<file path="config.mk">
export PLATFORM = sky130hd
export DESIGN_NAME = daddaMultiplier
export DESIGN_NICKNAME = d
export VERILOG_FILES = /design/src/verilog/mulPkg.sv /design/src/verilog/daddaPkg.sv /design/src/verilog/daddaMultiplier.sv /design/src/verilog/daddaStage.sv /design/src/verilog/daddaTree.sv /design/src/verilog/partialProducts.sv /design/src/verilog/rippleAdder.sv
export SDC_FILE = /design/constraint.sdc
export NUM_CORES = 1
export LEC_CHECK = 0
export BUFFER_PORTS_ARGS = -buffer_cell sky130_fd_sc_hd__buf_4
export CORE_AREA = 2 2 169 171
export DETAILED_ROUTE_END_ITERATION = 10
export DIE_AREA = 0 0 171 173
export HOLD_SLACK_MARGIN = 0.08
export PLACE_DENSITY_LB_ADDON = 0.2
export REMOVE_ABC_BUFFERS = 1
export SYNTH_ARGS = -nofsm -noshare
export SYNTH_HDL_FRONTEND = slang
export SYNTH_SLANG_ARGS = --single-unit
export TNS_END_PERCENT = 50
</file>
<file path="constraint.sdc">
create_clock -name clk -period 15.7 [get_ports clk]
set_input_delay 3.14 -clock clk [delete_from_list [all_inputs] [get_ports clk]]
set_output_delay 3.14 -clock clk [all_outputs]
set_load 0.005 [all_outputs]
</file>
<file path="src/verilog/mulPkg.sv">
package mulPkg;

  // Operand width of the top level unless overridden
  localparam int defaultOpWidth = 16;

  // Largest operand width the column matrix can hold
  localparam int maxOpWidth = 32;

  // Tallest column of the AND array
  function automatic int maxHeight(input int opWidth);
    return opWidth;
  endfunction

  localparam int maxColHeight = maxHeight(maxOpWidth);

  // Column index first, then bit position in the column
  // Columns and bits beyond the current width stay zero
  typedef logic [2*maxOpWidth-1:0][maxColHeight-1:0] columnMatrix;

endpackage

</file>
<file path="src/verilog/daddaPkg.sv">
package daddaPkg;

  // Limits 2, 3, 4, 6, 9, 13, 19, 28
  function automatic int daddaHeight(input int n);
    int d;
    d = 2;
    for (int k = 0; k < n; k++) begin
      d = d * 3 / 2;
    end
    return d;
  endfunction

  // Stages from opWidth rows down to two
  function automatic int numStages(input int opWidth);
    int n;
    n = 0;
    while (daddaHeight(n) < opWidth) begin
      n++;
    end
    return n;
  endfunction

  // Replays the reduction from the AND array up to the given stage
  // kind 0 gives the column height, 1 the full adders, 2 the half adders
  function automatic int reduceCount(input int opWidth, input int stage, input int col,
                                     input int kind);
    int height [2*mulPkg::maxOpWidth];
    int target;
    int carryIn;
    int excess;
    int nFa;
    int nHa;
    for (int c = 0; c < 2*opWidth; c++) begin
      height[c] = (c < opWidth) ? c + 1 : 2*opWidth - 1 - c;
    end
    for (int s = 0; s <= stage; s++) begin
      target = daddaHeight(numStages(opWidth) - 1 - s);
      carryIn = 0;
      for (int c = 0; c < 2*opWidth; c++) begin
        // Only as many counters as it takes to hit the target
        excess = height[c] + carryIn - target;
        nFa = (excess > 0) ? excess / 2 : 0;
        nHa = (excess > 0) ? excess % 2 : 0;
        if (s == stage && c == col) begin
          return (kind == 0) ? height[c] : ((kind == 1) ? nFa : nHa);
        end
        height[c] = height[c] + carryIn - 2*nFa - nHa;
        carryIn = nFa + nHa;
      end
    end
    return 0;
  endfunction

  function automatic int columnHeight(input int opWidth, input int stage, input int col);
    return reduceCount(opWidth, stage, col, 0);
  endfunction

  function automatic int fullAdders(input int opWidth, input int stage, input int col);
    return reduceCount(opWidth, stage, col, 1);
  endfunction

  function automatic int halfAdders(input int opWidth, input int stage, input int col);
    return reduceCount(opWidth, stage, col, 2);
  endfunction

endpackage

</file>
<file path="src/verilog/daddaMultiplier.sv">
`timescale 1ns/100ps

module daddaMultiplier #(
  parameter int opWidth = mulPkg::defaultOpWidth
) (
  input  logic                 clk,
  input  logic                 arstN,
  input  logic [opWidth-1:0]   opA,
  input  logic [opWidth-1:0]   opB,
  input  logic                 inValid,
  output logic [2*opWidth-1:0] product,
  output logic                 outValid
);

  mulPkg::columnMatrix  ppCols;
  logic                 ppValid;
  logic [2*opWidth-1:0] rowA;
  logic [2*opWidth-1:0] rowB;
  logic                 rowValid;

  // Column matrix type has a fixed upper size
  if (opWidth > mulPkg::maxOpWidth) begin : gWidthCheck
    $error("opWidth exceeds mulPkg::maxOpWidth");
  end

  partialProducts #(.opWidth(opWidth)) u_partialProducts (
    .clk    (clk),
    .arstN  (arstN),
    .opA    (opA),
    .opB    (opB),
    .inValid(inValid),
    .ppCols (ppCols),
    .ppValid(ppValid)
  );

  daddaTree #(.opWidth(opWidth)) u_daddaTree (
    .clk     (clk),
    .arstN   (arstN),
    .ppCols  (ppCols),
    .ppValid (ppValid),
    .rowA    (rowA),
    .rowB    (rowB),
    .rowValid(rowValid)
  );

  rippleAdder #(.width(2*opWidth)) u_rippleAdder (
    .clk     (clk),
    .arstN   (arstN),
    .rowA    (rowA),
    .rowB    (rowB),
    .rowValid(rowValid),
    .product (product),
    .outValid(outValid)
  );

endmodule

</file>
<file path="src/verilog/daddaStage.sv">
`timescale 1ns/100ps

module daddaStage #(
  parameter int opWidth = mulPkg::defaultOpWidth,
  parameter int stage   = 0
) (
  input  mulPkg::columnMatrix colsIn,
  output mulPkg::columnMatrix colsOut
);

  localparam int numCols = 2 * opWidth;
  localparam int maxH    = mulPkg::maxColHeight;

  for (genvar c = 0; c < 2*mulPkg::maxOpWidth; c++) begin : gCol
    if (c < numCols) begin : gUsed
      localparam int lowCol = (c > 0) ? c - 1 : 0;
      localparam int nFa    = daddaPkg::fullAdders(opWidth, stage, c);
      localparam int nHa    = daddaPkg::halfAdders(opWidth, stage, c);
      localparam int nPass  = daddaPkg::columnHeight(opWidth, stage, c) - 3*nFa - 2*nHa;
      // Counters of the column below, whose carries land here
      localparam int lowFa  = (c > 0) ? daddaPkg::fullAdders(opWidth, stage, lowCol) : 0;
      localparam int lowHa  = (c > 0) ? daddaPkg::halfAdders(opWidth, stage, lowCol) : 0;
      localparam int sumTop = nPass + nFa + nHa;

      logic [maxH-1:0] colBits;

      always_comb begin
        logic [2:0] trio;
        logic [1:0] pair;
        trio    = '0;
        pair    = '0;
        colBits = '0;
        // Bits above the counters move through unchanged
        for (int k = 0; k < nPass; k++) begin
          colBits[k] = colsIn[c][3*nFa + 2*nHa + k];
        end
        for (int k = 0; k < nFa; k++) begin
          trio = colsIn[c][3*k +: 3];
          colBits[nPass + k] = ^trio;
        end
        for (int k = 0; k < nHa; k++) begin
          pair = colsIn[c][3*nFa + 2*k +: 2];
          colBits[nPass + nFa + k] = ^pair;
        end
        // Carries from the column below
        for (int k = 0; k < lowFa; k++) begin
          trio = colsIn[lowCol][3*k +: 3];
          colBits[sumTop + k] = (trio[0] & trio[1]) | ((trio[0] ^ trio[1]) & trio[2]);
        end
        for (int k = 0; k < lowHa; k++) begin
          pair = colsIn[lowCol][3*lowFa + 2*k +: 2];
          colBits[sumTop + lowFa + k] = &pair;
        end
      end

      assign colsOut[c] = colBits;
    end else begin : gUnused
      assign colsOut[c] = '0;
    end
  end

endmodule

</file>
<file path="src/verilog/daddaTree.sv">
`timescale 1ns/100ps

module daddaTree #(
  parameter int opWidth = mulPkg::defaultOpWidth
) (
  input  logic                 clk,
  input  logic                 arstN,
  input  mulPkg::columnMatrix  ppCols,
  input  logic                 ppValid,
  output logic [2*opWidth-1:0] rowA,
  output logic [2*opWidth-1:0] rowB,
  output logic                 rowValid
);

  localparam int nStages = daddaPkg::numStages(opWidth);
  localparam int maxH    = mulPkg::maxColHeight;

  mulPkg::columnMatrix  stageCols [nStages+1];
  logic [2*opWidth-1:0] rowANext;
  logic [2*opWidth-1:0] rowBNext;
  logic [2*opWidth-1:0] tallCol;

  assign stageCols[0] = ppCols;

  // Heights 13, 9, 6, 4, 3, 2 at 16 bits
  for (genvar s = 0; s < nStages; s++) begin : gStage
    daddaStage #(
      .opWidth(opWidth),
      .stage  (s)
    ) u_daddaStage (
      .colsIn (stageCols[s]),
      .colsOut(stageCols[s+1])
    );
  end

  for (genvar c = 0; c < 2*opWidth; c++) begin : gRow
    assign rowANext[c] = stageCols[nStages][c][0];
    assign rowBNext[c] = stageCols[nStages][c][1];
    assign tallCol[c]  = |stageCols[nStages][c][maxH-1:2];
  end

  always_ff @(posedge clk or negedge arstN) begin
    if (!arstN) begin
      rowA     <= '0;
      rowB     <= '0;
      rowValid <= 1'b0;
    end else begin
      rowA     <= rowANext;
      rowB     <= rowBNext;
      rowValid <= ppValid;
    end
  end

  // Whole chain must end with at most two bits per column
  assert property (@(posedge clk) disable iff (!arstN) ppValid |-> tallCol == '0)
    else $error("Dadda tree left a column taller than two bits");

endmodule

</file>
<file path="src/verilog/partialProducts.sv">
`timescale 1ns/100ps

module partialProducts #(
  parameter int opWidth = mulPkg::defaultOpWidth
) (
  input  logic                clk,
  input  logic                arstN,
  input  logic [opWidth-1:0]  opA,
  input  logic [opWidth-1:0]  opB,
  input  logic                inValid,
  output mulPkg::columnMatrix ppCols,
  output logic                ppValid
);

  mulPkg::columnMatrix ppNext;

  // Column c collects A[i]&B[j] with i+j == c, stacked from bit 0
  for (genvar c = 0; c < 2*mulPkg::maxOpWidth; c++) begin : gCol
    for (genvar r = 0; r < mulPkg::maxColHeight; r++) begin : gRow
      localparam int i = r + ((c >= opWidth) ? c - opWidth + 1 : 0);
      localparam int j = c - i;
      if (i < opWidth && j >= 0 && j < opWidth) begin : gAnd
        assign ppNext[c][r] = opA[i] & opB[j];
      end else begin : gZero
        assign ppNext[c][r] = 1'b0;
      end
    end
  end

  always_ff @(posedge clk or negedge arstN) begin
    if (!arstN) begin
      ppCols  <= '0;
      ppValid <= 1'b0;
    end else begin
      ppCols  <= ppNext;
      ppValid <= inValid;
    end
  end

endmodule

</file>
<file path="src/verilog/rippleAdder.sv">
`timescale 1ns/100ps

module rippleAdder #(
  parameter int width = 2 * mulPkg::defaultOpWidth
) (
  input  logic             clk,
  input  logic             arstN,
  input  logic [width-1:0] rowA,
  input  logic [width-1:0] rowB,
  input  logic             rowValid,
  output logic [width-1:0] product,
  output logic             outValid
);

  logic [width:0]   carry;
  logic [width-1:0] sum;

  assign carry[0] = 1'b0;

  for (genvar k = 0; k < width; k++) begin : gCell
    assign sum[k]     = rowA[k] ^ rowB[k] ^ carry[k];
    assign carry[k+1] = (rowA[k] & rowB[k]) | ((rowA[k] ^ rowB[k]) & carry[k]);
  end

  always_ff @(posedge clk or negedge arstN) begin
    if (!arstN) begin
      product  <= '0;
      outValid <= 1'b0;
    end else begin
      product  <= sum;
      outValid <= rowValid;
    end
  end

  // Product of two opWidth operands never needs the extra bit
  assert property (@(posedge clk) disable iff (!arstN) rowValid |-> !carry[width])
    else $error("Final adder carried out of the product width");

endmodule

</file>
== Word-level counts from Yosys, hierarchy flattened ==
Index checks and enable logic that the tools add are counted.

* Register bits: 352
* Input bits: 35
* Output and inout bits: 33

* Bitwise operators: 1183
* Reduce and logical (&&, ||, !) cells: 225

{| class="wikitable"
|+ Operator list
! cell !! count
|-
| 1-bit AND || 705
|-
| 3-bit parity || 195
|-
| 1-bit bitwise XOR || 254
|-
| 1-bit OR || 224
|-
| 2-bit AND reduction || 15
|-
| 2-bit parity || 15
|}

== Logic depth before layout (Yosys ltp) ==
Gate-level depths: netlist of run 1.

* Word-level depth: 59
* Gate-level depth with buffers: 32
* Mapped depth without buffers: 32

== Hierarchy ==
From an unflattened synthesis of run 1, not the netlist that was laid out.

* Cells, all modules: 14552
* Area, all modules: 118140.8 µm²

{| class="wikitable"
|+ Modules (own cells, without submodules)
! module !! times used !! cells an instance !! area an instance (µm²)
|-
| partialProducts || 1 || 2338 || 21842.2
|-
| daddaStage (u_daddaTree.gStage[2].u_daddaStage) || 1 || 1995 || 15626.2
|-
| daddaStage (u_daddaTree.gStage[3].u_daddaStage) || 1 || 2003 || 15593.7
|-
| daddaStage (u_daddaTree.gStage[1].u_daddaStage) || 1 || 2005 || 15568.7
|-
| daddaStage (u_daddaTree.gStage[5].u_daddaStage) || 1 || 2021 || 15511.1
|-
| daddaStage (u_daddaTree.gStage[4].u_daddaStage) || 1 || 2023 || 15501.1
|-
| daddaStage (u_daddaTree.gStage[0].u_daddaStage) || 1 || 2037 || 15408.5
|-
| daddaTree || 1 || 65 || 1626.6
|-
| rippleAdder || 1 || 65 || 1462.7
|}

== Worst setup path after synthesis of run 1 ==
No wires, ideal clock.

* Path kind: reg2reg
* Start: reg u_daddaTree.rowA[1]
* End: reg u_rippleAdder.product[30]
* Library setup time: 0.064 ns
* Arrival time: 11.649 ns
* Required time: 15.636 ns
* Slack: 3.987 ns
* Stages on the path, launching flop included: 33
* Period minus slack after synthesis: 11.713 ns
* Cell sequence: dfrtp_1 -> ha_1 -> fa_1 -> fa_1 -> fa_1 -> fa_1 -> fa_1 -> fa_1 -> fa_1 -> fa_1 -> fa_1 -> fa_1 -> fa_1 -> fa_1 -> fa_1 -> fa_1 -> fa_1 -> fa_1 -> fa_1 -> fa_1 -> fa_1 -> fa_1 -> fa_1 -> fa_1 -> fa_1 -> fa_1 -> fa_1 -> fa_1 -> fa_1 -> fa_1 -> inv_1 -> fa_1 -> inv_1

* Cells in the longest elaborated chain, start to end: 58

{| class="wikitable"
|+ Ends and longest elaborated chain
! item !! RTL line !! RTL
|-
| from (decl) || daddaTree.sv:10 || <nowiki>output logic [2*opWidth-1:0] rowA,</nowiki>
|-
| from (signal assigned) || daddaTree.sv:48 || <nowiki>rowA <= rowANext;</nowiki>
|-
| 1-bit AND (2 in series) || rippleAdder.sv:22 || <nowiki>assign carry[k+1] = (rowA[k] & rowB[k]) | ((rowA[k] ^ rowB[k]) & carry[k]);</nowiki>
|-
| 1-bit OR || rippleAdder.sv:22 ||
|-
| 1-bit AND || rippleAdder.sv:22 ||
|-
| 1-bit OR || rippleAdder.sv:22 ||
|-
| 1-bit AND || rippleAdder.sv:22 ||
|-
| 1-bit OR || rippleAdder.sv:22 ||
|-
| 1-bit AND || rippleAdder.sv:22 ||
|-
| 1-bit OR || rippleAdder.sv:22 ||
|-
| [42 not listed] || n/a ||
|-
| 1-bit AND || rippleAdder.sv:22 ||
|-
| 1-bit OR || rippleAdder.sv:22 ||
|-
| 1-bit AND || rippleAdder.sv:22 ||
|-
| 1-bit OR || rippleAdder.sv:22 ||
|-
| 1-bit AND || rippleAdder.sv:22 ||
|-
| 1-bit OR || rippleAdder.sv:22 ||
|-
| 1-bit bitwise XOR || rippleAdder.sv:21 || <nowiki>assign sum[k] = rowA[k] ^ rowB[k] ^ carry[k];</nowiki>
|-
| net u_rippleAdder.sum[30] || rippleAdder.sv:16 || <nowiki>logic [width-1:0] sum;</nowiki>
|-
| to (signal assigned) || rippleAdder.sv:30 || <nowiki>product <= sum;</nowiki>
|-
| to (decl) || rippleAdder.sv:11 || <nowiki>output logic [width-1:0] product,</nowiki>
|}

The timed path passes the listed nets, and every way through them passes these cells.

== Worst setup path in the final report of run 1 ==
Ends and elaborated chain as after synthesis.

==> results.sh, run 1 <==
export IMPL_layout_cells_sized_above_1=0.1603
export IMPL_yosys_mux_area_fraction=0
export IMPL_power_share_sequential=0.406
export IMPL_die_area_um2=29580
export IMPL_layout_area_overhead_vs_synth_pct=12.24
export IMPL_wire_per_inst_um=18.68
export IMPL_detailed_routing_iteration_count_for_the_pre_antenna_repair_pass=4
export IMPL_detailroute_via_count=7613
export IMPL_pin_count=68
export IMPL_tritoncts_buffer_count=37
export IMPL_rrSetupSlack_ns=3.23
export IMPL_finalCriticalPeriod_ns=12.47
export IMPL_globalRouteTotalUtil=0.2264
export IMPL_clock_skew_ns=0.02824
export IMPL_combPwrFrac=0.252
export IMPL_detail_route_iter0_violations=384
export IMPL_fp_dieW_um=171
export IMPL_worst_endpoint_arrival_ns=12.93
export IMPL_grt_antenna_before_repair=2
export IMPL_worst_ir_drop_vdd_v=0.0001060
export IMPL_static_leakage_power_nw=9.265
export IMPL_place_congestion=0.7548
export IMPL_drtAntennaViolNets=0
export IMPL_floorplan_core_area_um2=27630
export IMPL_cts_setup_buffers=0
export IMPL_tightest_slew_ns=1.002
export IMPL_p_total_w=0.002746
export IMPL_clk_path_buf_depth=3
export IMPL_cp_common_cell="fa_1"
export IMPL_critical_path_max_stage_delay_ns=0.47
export IMPL_end_kind="flip-flop"
export IMPL_post_synth_instance_area_um2=16410
export IMPL_grt_overflow_total=0
export IMPL_share_of_the_yosys_chip_area_belonging_to_registers=0.5367
export IMPL_post_synth_num_cell_types=8
export IMPL_clock_insertion_delay_worst_skew_ns=0.53
export IMPL_first_global_vias=8923
export IMPL_setup_violations_final=0
export IMPL_tritoncts="yes"
export IMPL_drv_max_cap_violation_count=0
export IMPL_maxSlewHeadroom=0.3322
export IMPL_grt_setup_unrepaired="false"
export IMPL_p_sw_frac=0.2868
export IMPL_min_path_type="reg -> reg"
export IMPL_synth_avg_cell_area_um2=14.67
export IMPL_timing_final_crit_share=0.7940
export IMPL_fin_tns_setup_ns=0
export IMPL_cts_sinks=352
export IMPL_fp_dieH_um=173
export IMPL_placement_io_buffers=67
export IMPL_initial_utilization=0.5940
export IMPL_routed_via_density=4.752
export IMPL_worstPathRequired_ns=16.16
export IMPL_worstSetupPathType="reg -> reg"
export IMPL_yosys_warnings=0
export IMPL_synthesis_instances=1119
export IMPL_clock_group_share_of_total_power=0.341
export IMPL_stdcell_area_um2=18420
export IMPL_report_final_slew_viol_count=0
export IMPL_total_switching_power_w=0.0007876
export IMPL_start_kind="flip-flop"
export IMPL_final_nets=1471
export IMPL_cts_clk_slew_worst_paths_ns=0.06
export IMPL_synth_simple_gate_area_frac=0.1024
export IMPL_run_status="complete, no violations"
export IMPL_post_synth_fa_ha_maj_area_fraction=0.2854
export IMPL_power_report_internal_total_w=0.001959
export IMPL_ctsResizeCount=0
export IMPL_power_density_nw_per_um2=149.1
export IMPL_place_detailed_hpwl_um=19360
export IMPL_synth_compound_area_frac=0
export IMPL_main_combinational_cell_family_by_area_after_synthesis="adder cells"
export IMPL_grt_first_pass_wirelength_um=49380
export IMPL_grt_start_max_net_pins=133
export IMPL_drcViolationCount=0
export IMPL_hold_viol=0
export IMPL_cp_max_fo=1
export IMPL_cts_hold_buffers_added=0
export IMPL_clk_root_buffer_cell="clkbuf_16"
export IMPL_placedInstanceArea_um2=17080
export IMPL_totalWireLength_um=29920
export IMPL_h_tree_depth=2
export IMPL_yosys_register_bits=352
export IMPL_floorplan_rows=61
export IMPL_critical_path_slowest_cell="fa_1"
export IMPL_fmaxAchievable_mhz=80.22
export IMPL_post_synth_xor_area_fraction=0
==> sequential cells by signal, indices dropped and copies added, names as in the netlist <==
| register | count |
|---|---|
| u_rippleAdder.product | 32 |
| u_partialProducts.ppValid | 1 |
| u_partialProducts.ppCols | 256 |
| u_daddaTree.rowB | 30 |
| u_rippleAdder.outValid | 1 |
| u_daddaTree.rowA | 31 |
| u_daddaTree.rowValid | 1 |
==> power by group through the flow <==
stage | registers [W] | logic, W | clock network, W
final | 0.00112 | 0.000693 | 0.000937
after CTS | 0.00112 | 0.000729 | 0.000958
after detailed placement | 0.00113 | 0.000725 | 0
after global placement | 0.00113 | 0.000697 | 0
after floorplan | 0.00113 | 0.000428 | 0
after global routing | 0.00113 | 0.000838 | 0.00100
==> layout make-up <==
type	count	area, um^2
inverters	239	897.1
repair buffers	70	533.0
clock inverters	15	242.7
clock buffers	51	1100
diodes	1	2.502
flip-flops and latches	352	8808
fillers	2025	9208
multi-input cells	496	6365
well taps	378	473.0
==> cell usage in the layout, fill, tap and decap left out, drive strengths merged <==
| master | netlist | routed |
|---|---|---|
| bufinv | 0 | 6 |
| inv | 239 | 239 |
| buf | 32 | 70 |
| ha | 16 | 16 |
| fa | 224 | 224 |
| clkinvlp | 0 | 1 |
| clkbuf | 0 | 51 |
| clkinv | 0 | 8 |
| dfrtp | 352 | 352 |
| diode | 0 | 1 |
| and2 | 256 | 256 |
==> kinds of logic after synthesis <==
group | Yosys count
DFF | 352
adders and majority gates | 240
and+or+nand+nor | 256
buffers and inverters | 271
==> worst paths after layout <==
| kind | from | end | depth (start not counted) |
|---|---|---|---|
| max | u_daddaTree.rowA[1] | u_rippleAdder.product[30] | 32 |
| min | u_partialProducts.ppCols[960] | u_daddaTree.rowA[30] | 0 |
| max reg2reg | u_daddaTree.rowA[1] | u_rippleAdder.product[30] | 32 |
| min reg2reg | u_partialProducts.ppCols[960] | u_daddaTree.rowA[30] | 0 |
| max in group asynchronous | arstN | u_partialProducts.ppCols[452] | 3 |
| min in group asynchronous | arstN | u_rippleAdder.outValid | 1 |
==> worst max-delay path, delay by kind of cell (launching register included) <==
family	cells	cell delay, ns
buf+inv	2	0.13
flops	1	0.36
fa+ha+maj	30	11.90
==> synthesized netlist by cell type (all sizes together) <==
cell	n	area, um^2
dfrtp	352	8808
fa	224	4484
ha	16	200.2
and2	256	1680
inv	239	897.1
buf	32	341.6
==> through the flow <==
step | hold slack (ns) | utilization | setup slack [ns] | instances
after floorplan | 0.3312 | - | 3.987 | 1087
after global placement | 0.3320 | 0.6181 | 3.150 | 1535
after detailed placement | 0.3356 | 0.6181 | 3.155 | 1535
after CTS | 0.3491 | 0.6667 | 3.106 | 1601
after global routing | 0.3551 | 0.6667 | 2.812 | 1601
final | 0.3458 | 0.6667 | 3.234 | 1602
==> routing by layer <==
metal / up-vias / share of wire / GRT usage
met2: 141 / 0.51 / 0.3760
met4: 0 / 0.021 / 0.05685
met3: 46 / 0.049 / 0.04097
met5: - / 0 / 0
met1: 4129 / 0.42 / 0.3158
li1: 3297 / - / -
(Power assumes the default switching activity.)
==> run 2, diff against run 1 <==
- clock period: 15.7 -> 12.1 ns (I/O delays scaled with it)
==> run 2 against run 1 <==
  * Final area decreased by 0.41%
  * Non-clock buffer count shrank 2
  * Die area did not move
  * Power grew 28%
  * Flip-flop and latch count is the same
  * Core utilization shrank 0.28 points
  * Register-to-register slack worse by 3.0 ns
  * Cell count shrank 0.19%
  * Clock power increased by 22%
  * Combinational power rose by 32%
  * Critical path type unchanged
  * Largest power group unchanged
==> results.sh, run 2 (synthesized netlist as in run 1, its figures left out) <==
export IMPL_first_global_vias=9031
export IMPL_end_kind="flip-flop"
export IMPL_critical_path_max_stage_delay_ns=0.40
export IMPL_clk_root_buffer_cell="clkbuf_16"
export IMPL_fp_dieW_um=171
export IMPL_timing_final_crit_share=0.9772
export IMPL_fmaxAchievable_mhz=84.58
export IMPL_totalWireLength_um=30900
export IMPL_detailed_routing_iteration_count_for_the_pre_antenna_repair_pass=4
export IMPL_clock_skew_ns=0.01617
export IMPL_die_area_um2=29580
export IMPL_grt_antenna_before_repair=1
export IMPL_tightest_slew_ns=1.300
export IMPL_place_congestion=0.7389
export IMPL_power_density_nw_per_um2=191.2
export IMPL_clk_path_buf_depth=3
export IMPL_hold_viol=0
export IMPL_report_final_slew_viol_count=0
export IMPL_largest_registers="u_partialProducts.ppCols (256), u_rippleAdder.product (32), u_daddaTree.rowA (31)"
export IMPL_clock_insertion_delay_worst_skew_ns=0.52
export IMPL_finalCoreUtilization=0.6640
export IMPL_tritoncts_buffer_count=37
export IMPL_cts_sinks=352
export IMPL_drv_max_cap_violation_count=0
export IMPL_min_path_type="reg -> reg"
export IMPL_place_detailed_hpwl_um=19440
export IMPL_static_leakage_power_nw=9.191
export IMPL_tritoncts="yes"
export IMPL_drcViolationCount=0
export IMPL_run_status="complete, no violations"
export IMPL_hold_ws_ns=0.3465
export IMPL_grt_setup_unrepaired="false"
export IMPL_fin_tns_setup_ns=0
export IMPL_routed_via_density=4.844
export IMPL_layout_area_overhead_vs_synth_pct=11.78
export IMPL_num_antenna_cells=0
export IMPL_placed_cells=1533
export IMPL_worstPathRequired_ns=12.56
export IMPL_detailroute_via_count=7745
export IMPL_cp_max_fo=1
export IMPL_wire_per_inst_um=19.32
export IMPL_grt_first_pass_wirelength_um=50240
export IMPL_drtAntennaViolNets=0
export IMPL_fp_dieH_um=173
export IMPL_floorplan_rows=61
export IMPL_post_layout_nonfiller_instances=1599
export IMPL_placement_io_buffers=67
export IMPL_worstSetupPathType="reg -> reg"
export IMPL_worst_ir_drop_vdd_v=0.0001096
export IMPL_layout_cells_sized_above_1=0.1687
export IMPL_cts_hold_buffers_added=0
export IMPL_grt_overflow_total=0
export IMPL_floorplan_core_area_um2=27630
export IMPL_initial_utilization=0.5940
export IMPL_critical_path_slowest_cell="fa_1"
export IMPL_grt_start_max_net_pins=221
export IMPL_p_total_w=0.003507
export IMPL_pin_count=68
export IMPL_cts_setup_buffers=0
export IMPL_h_tree_depth=2
export IMPL_detail_route_iter0_violations=372
export IMPL_cts_clk_slew_worst_paths_ns=0.06
export IMPL_most_common_layout_cells="352 x dfrtp_1, 239 x inv_1, 210 x fa_1"
export IMPL_largest_register_ff_count=256
export IMPL_most_common_library_cell_in_the_layout_ignoring_fill_and_taps="dfrtp_1"
export IMPL_final_nets=1469
export IMPL_worst_endpoint_arrival_ns=12.28
export IMPL_maxSlewHeadroom=0.1330
export IMPL_max_flop_register="u_partialProducts.ppCols"
export IMPL_start_kind="flip-flop"
export IMPL_finalCriticalPeriod_ns=11.82
export IMPL_globalRouteTotalUtil=0.2306
export IMPL_setup_violations_final=0
export IMPL_cp_common_cell="fa_1"
-- run 2: path summary, 6_finish.rpt --
path	from	to	slack (ns)	depth (start not counted)
min in group asynchronous	arstN	u_rippleAdder.outValid	1.98	1
worst max-delay path	u_daddaTree.rowA[1]	u_rippleAdder.product[30]	0.28	32
worst min-delay path	u_partialProducts.ppValid	u_daddaTree.rowValid	0.35	0
worst max register to register	u_daddaTree.rowA[1]	u_rippleAdder.product[30]	0.28	32
max in group asynchronous	arstN	u_partialProducts.ppCols[294]	8.34	2
worst min register to register	u_partialProducts.ppValid	u_daddaTree.rowValid	0.35	0
-- run 2: cell type report --
| cell class | count | area [um^2] |
|---|---|---|
| Tap cell | 378 | 473.0 |
| Sequential cell | 352 | 8808 |
| Clock inverter | 17 | 172.7 |
| Timing Repair Buffer | 68 | 530.5 |
| Clock buffer | 49 | 1064 |
| Fill cell | 2019 | 9284 |
| Inverter | 239 | 897.1 |
| Multi-Input combinational cell | 496 | 6400 |
-- run 2: report_power, final --
group | total, W | leakage, nW | internal, W | switching, W
clock | 0.00114 | 0.613 | 0.000684 | 0.000456
combinational | 0.000914 | 4.11 | 0.000418 | 0.000496
sequential | 0.00145 | 4.47 | 0.00137 | 0.0000851
total | 0.00351 | 9.19 | 0.00247 | 0.00104
-- run 2: per-layer routing --
metal / part of all wire / wire [um] / GRT usage
met5: 0 / 0 / 0
met4: 0.024 / 750 / 0.06179
met3: 0.039 / 1209 / 0.03822
met2: 0.52 / 16110 / 0.3893
met1: 0.42 / 12830 / 0.3163
-- run 2: repair_timing --
action,4_1_cts,5_1_grt
endpoints found under the hold margin,0,0
endpoints found under the setup margin,3,2
resized for setup,11,3
pin swaps,3,1
-- run 2: through the flow --
step | cell area (um^2) | setup slack (ns)
6_report | 18350 | 0.2762
5_1_grt | 18350 | 0.02004
4_1_cts | 18340 | 0.003708
3_5_place_dp | 17070 | -0.4619
3_3_place_gp | 17070 | -0.4372
2_1_floorplan | 16070 | 0.3868
-- run 2: critical path, delay by kind of cell, from the launching register on --
kind / cells / cell delay, ns
buffers and inverters: 2 / 0.14
adder cells (fa/ha/maj): 30 / 11.23
flip-flops: 1 / 0.36
==> run 3, diff against run 2 <==
--- a/config.mk
+++ b/config.mk
@@ -12,4 +12,5 @@
 export HOLD_SLACK_MARGIN = 0.08
 export PLACE_DENSITY_LB_ADDON = 0.2
+export RECOVER_POWER = 25
 export REMOVE_ABC_BUFFERS = 1
 export SYNTH_ARGS = -nofsm -noshare
==> constraint.sdc (replaced) <==
create_clock -name clk -period 12.1 [get_ports clk]
set_input_delay 1.21 -clock clk [delete_from_list [all_inputs] [get_ports clk]]
set_output_delay 1.21 -clock clk [all_outputs]
set_load 0.005 [all_outputs]
==> run 3 against run 2 <==
  * Highest routed layer unchanged
  * Clock power increased by 4%
  * Global-route usage decreased by 0.15 points
  * Critical endpoint unchanged
  * Core utilization increased by 0.18 points
  * Register-to-register slack improved by 0.09 ns
  * Power increased by 1.6%
==> results.sh, run 3 (synthesized netlist as in run 1, its figures left out) <==
export IMPL_run_status="complete, no violations"
export IMPL_rrSetupSlack_ns=0.37
export IMPL_most_common_library_cell_in_the_layout_ignoring_fill_and_taps="dfrtp_1"
export IMPL_detail_route_iter0_violations=324
export IMPL_total_switching_power_w=0.001054
export IMPL_power_report_internal_total_w=0.002508
export IMPL_drtAntennaViolNets=0
export IMPL_placed_cells=1534
export IMPL_worstPathRequired_ns=12.56
export IMPL_end_kind="flip-flop"
export IMPL_grt_antenna_before_repair=2
export IMPL_placement_io_buffers=67
export IMPL_largest_register_ff_count=256
export IMPL_final_nets=1472
export IMPL_timing_final_crit_share=0.9697
export IMPL_clock_insertion_delay_worst_skew_ns=0.53
export IMPL_tritoncts_buffer_count=39
export IMPL_fmaxAchievable_mhz=85.23
export IMPL_cp_common_cell="fa_2"
export IMPL_cpLargestDelayFamily="adder cells"
export IMPL_clk_path_buf_depth=3
export IMPL_grt_overflow_total=0
export IMPL_most_common_layout_cells="352 x dfrtp_1, 239 x inv_1, 209 x fa_1"
export IMPL_combPwrFrac=0.258
export IMPL_pin_count=68
export IMPL_power_density_nw_per_um2=193.6
export IMPL_cts_hold_buffers_added=0
export IMPL_fin_tns_setup_ns=0
export IMPL_globalRouteTotalUtil=0.2292
export IMPL_cts_sinks=352
export IMPL_detailed_routing_iteration_count_for_the_pre_antenna_repair_pass=4
export IMPL_max_flop_register="u_partialProducts.ppCols"
export IMPL_tightest_slew_ns=1.268
export IMPL_static_leakage_power_nw=9.121
export IMPL_clock_group_share_of_total_power=0.334
export IMPL_wire_per_inst_um=18.91
export IMPL_fin_ws_ns=0.3668
export IMPL_worstSetupPathType="reg -> reg"
export IMPL_clock_skew_ns=0.02039
export IMPL_p_sw_frac=0.2960
export IMPL_cts_clk_slew_worst_paths_ns=0.06
export IMPL_detailroute_via_count=7718
export IMPL_worst_ir_drop_vdd_v=0.0001459
export IMPL_p_total_w=0.003562
export IMPL_post_layout_nonfiller_instances=1605
export IMPL_floorplan_rows=61
export IMPL_critical_path_max_stage_delay_ns=0.41
export IMPL_routed_via_density=4.809
export IMPL_setup_violations_final=0
export IMPL_totalWireLength_um=30350
export IMPL_path_buf_inv=2
export IMPL_min_path_type="reg -> reg"
export IMPL_grt_start_max_net_pins=142
export IMPL_fp_dieH_um=173
export IMPL_dpl_worst_slack_ns=-0.4912
export IMPL_worst_endpoint_arrival_ns=12.20
export IMPL_finalCriticalPeriod_ns=11.73
export IMPL_n_fill_cell=1987
export IMPL_first_global_vias=9169
export IMPL_layout_cells_sized_above_1=0.1622
export IMPL_clk_root_buffer_cell="clkbuf_16"
export IMPL_drv_max_cap_violation_count=0
export IMPL_finalCoreUtilization=0.6657
export IMPL_fp_dieW_um=171
export IMPL_cp_max_fo=1
export IMPL_floorplan_core_area_um2=27630
export IMPL_maxSlewHeadroom=0.1546
export IMPL_die_area_um2=29580
export IMPL_place_congestion=0.7817
export IMPL_report_final_slew_viol_count=0
export IMPL_layout_area_overhead_vs_synth_pct=12.08
export IMPL_grt_first_pass_wirelength_um=50090
export IMPL_critical_path_slowest_cell="fa_1"
export IMPL_h_tree_depth=2
export IMPL_largest_registers="u_partialProducts.ppCols (256), u_rippleAdder.product (32), u_daddaTree.rowA (31)"
export IMPL_power_share_sequential=0.408
export IMPL_start_kind="flip-flop"
export IMPL_grt_setup_unrepaired="false"
export IMPL_tritoncts="yes"
export IMPL_num_antenna_cells=0
export IMPL_hold_viol=0
export IMPL_drcViolationCount=0
export IMPL_place_detailed_hpwl_um=19380
export IMPL_initial_utilization=0.5940
run 3: layout make-up:
type                       instances  area, um^2  area share
sequential                       352        8808      0.4789
clock buffer                      53        1160     0.06306
tap                              378       473.0     0.02571
timing repair buffer              69       474.2     0.02578
multi-input combinational        496        6402      0.3481
inverter                         239       897.1     0.04877
clock inverter                    18       178.9    0.009727
run 3: worst paths after layout:
check,depth (start not counted),end,startpoint
worst max-delay path,32,u_rippleAdder.product[30],u_daddaTree.rowA[1]
worst min-delay path,0,u_daddaTree.rowValid,u_partialProducts.ppValid
worst max register to register,32,u_rippleAdder.product[30],u_daddaTree.rowA[1]
worst min register to register,0,u_daddaTree.rowValid,u_partialProducts.ppValid
max in group asynchronous,2,u_daddaTree.rowA[30],arstN
min in group asynchronous,1,u_rippleAdder.outValid,arstN
run 3: power groups by stage:
stage	combinational [W]	sequential (W)	clock [W]
2_1_floorplan	0.000555	0.00146	0
3_3_place_gp	0.000900	0.00147	0
3_5_place_dp	0.000944	0.00147	0
4_1_cts	0.000962	0.00146	0.00121
5_1_grt	0.00110	0.00147	0.00127
6_report	0.000918	0.00145	0.00119
run 3: layer usage:
metal | GRT usage | routed length [um] | vias to the layer above
met2 | 0.3743 | 15440 | 148
li1 | - | - | 3309
met4 | 0.06568 | 770 | 0
met3 | 0.04074 | 1138 | 59
met5 | 0 | 0 | -
met1 | 0.3224 | 13000 | 4202
run 3: stage by stage:
step,hold slack (ns),cell area (um^2)
2_1_floorplan,0.3312,16070
3_3_place_gp,0.3311,17080
3_5_place_dp,0.3347,17080
4_1_cts,0.3484,18450
5_1_grt,0.3507,18390
6_report,0.3453,18390
run 3: timing repair:
| action | in CTS | in global routing |
|---|---|---|
| setup buffers | 0 | 0 |
| resized for setup | 11 | 4 |
| setup endpoints to repair | 3 | 1 |
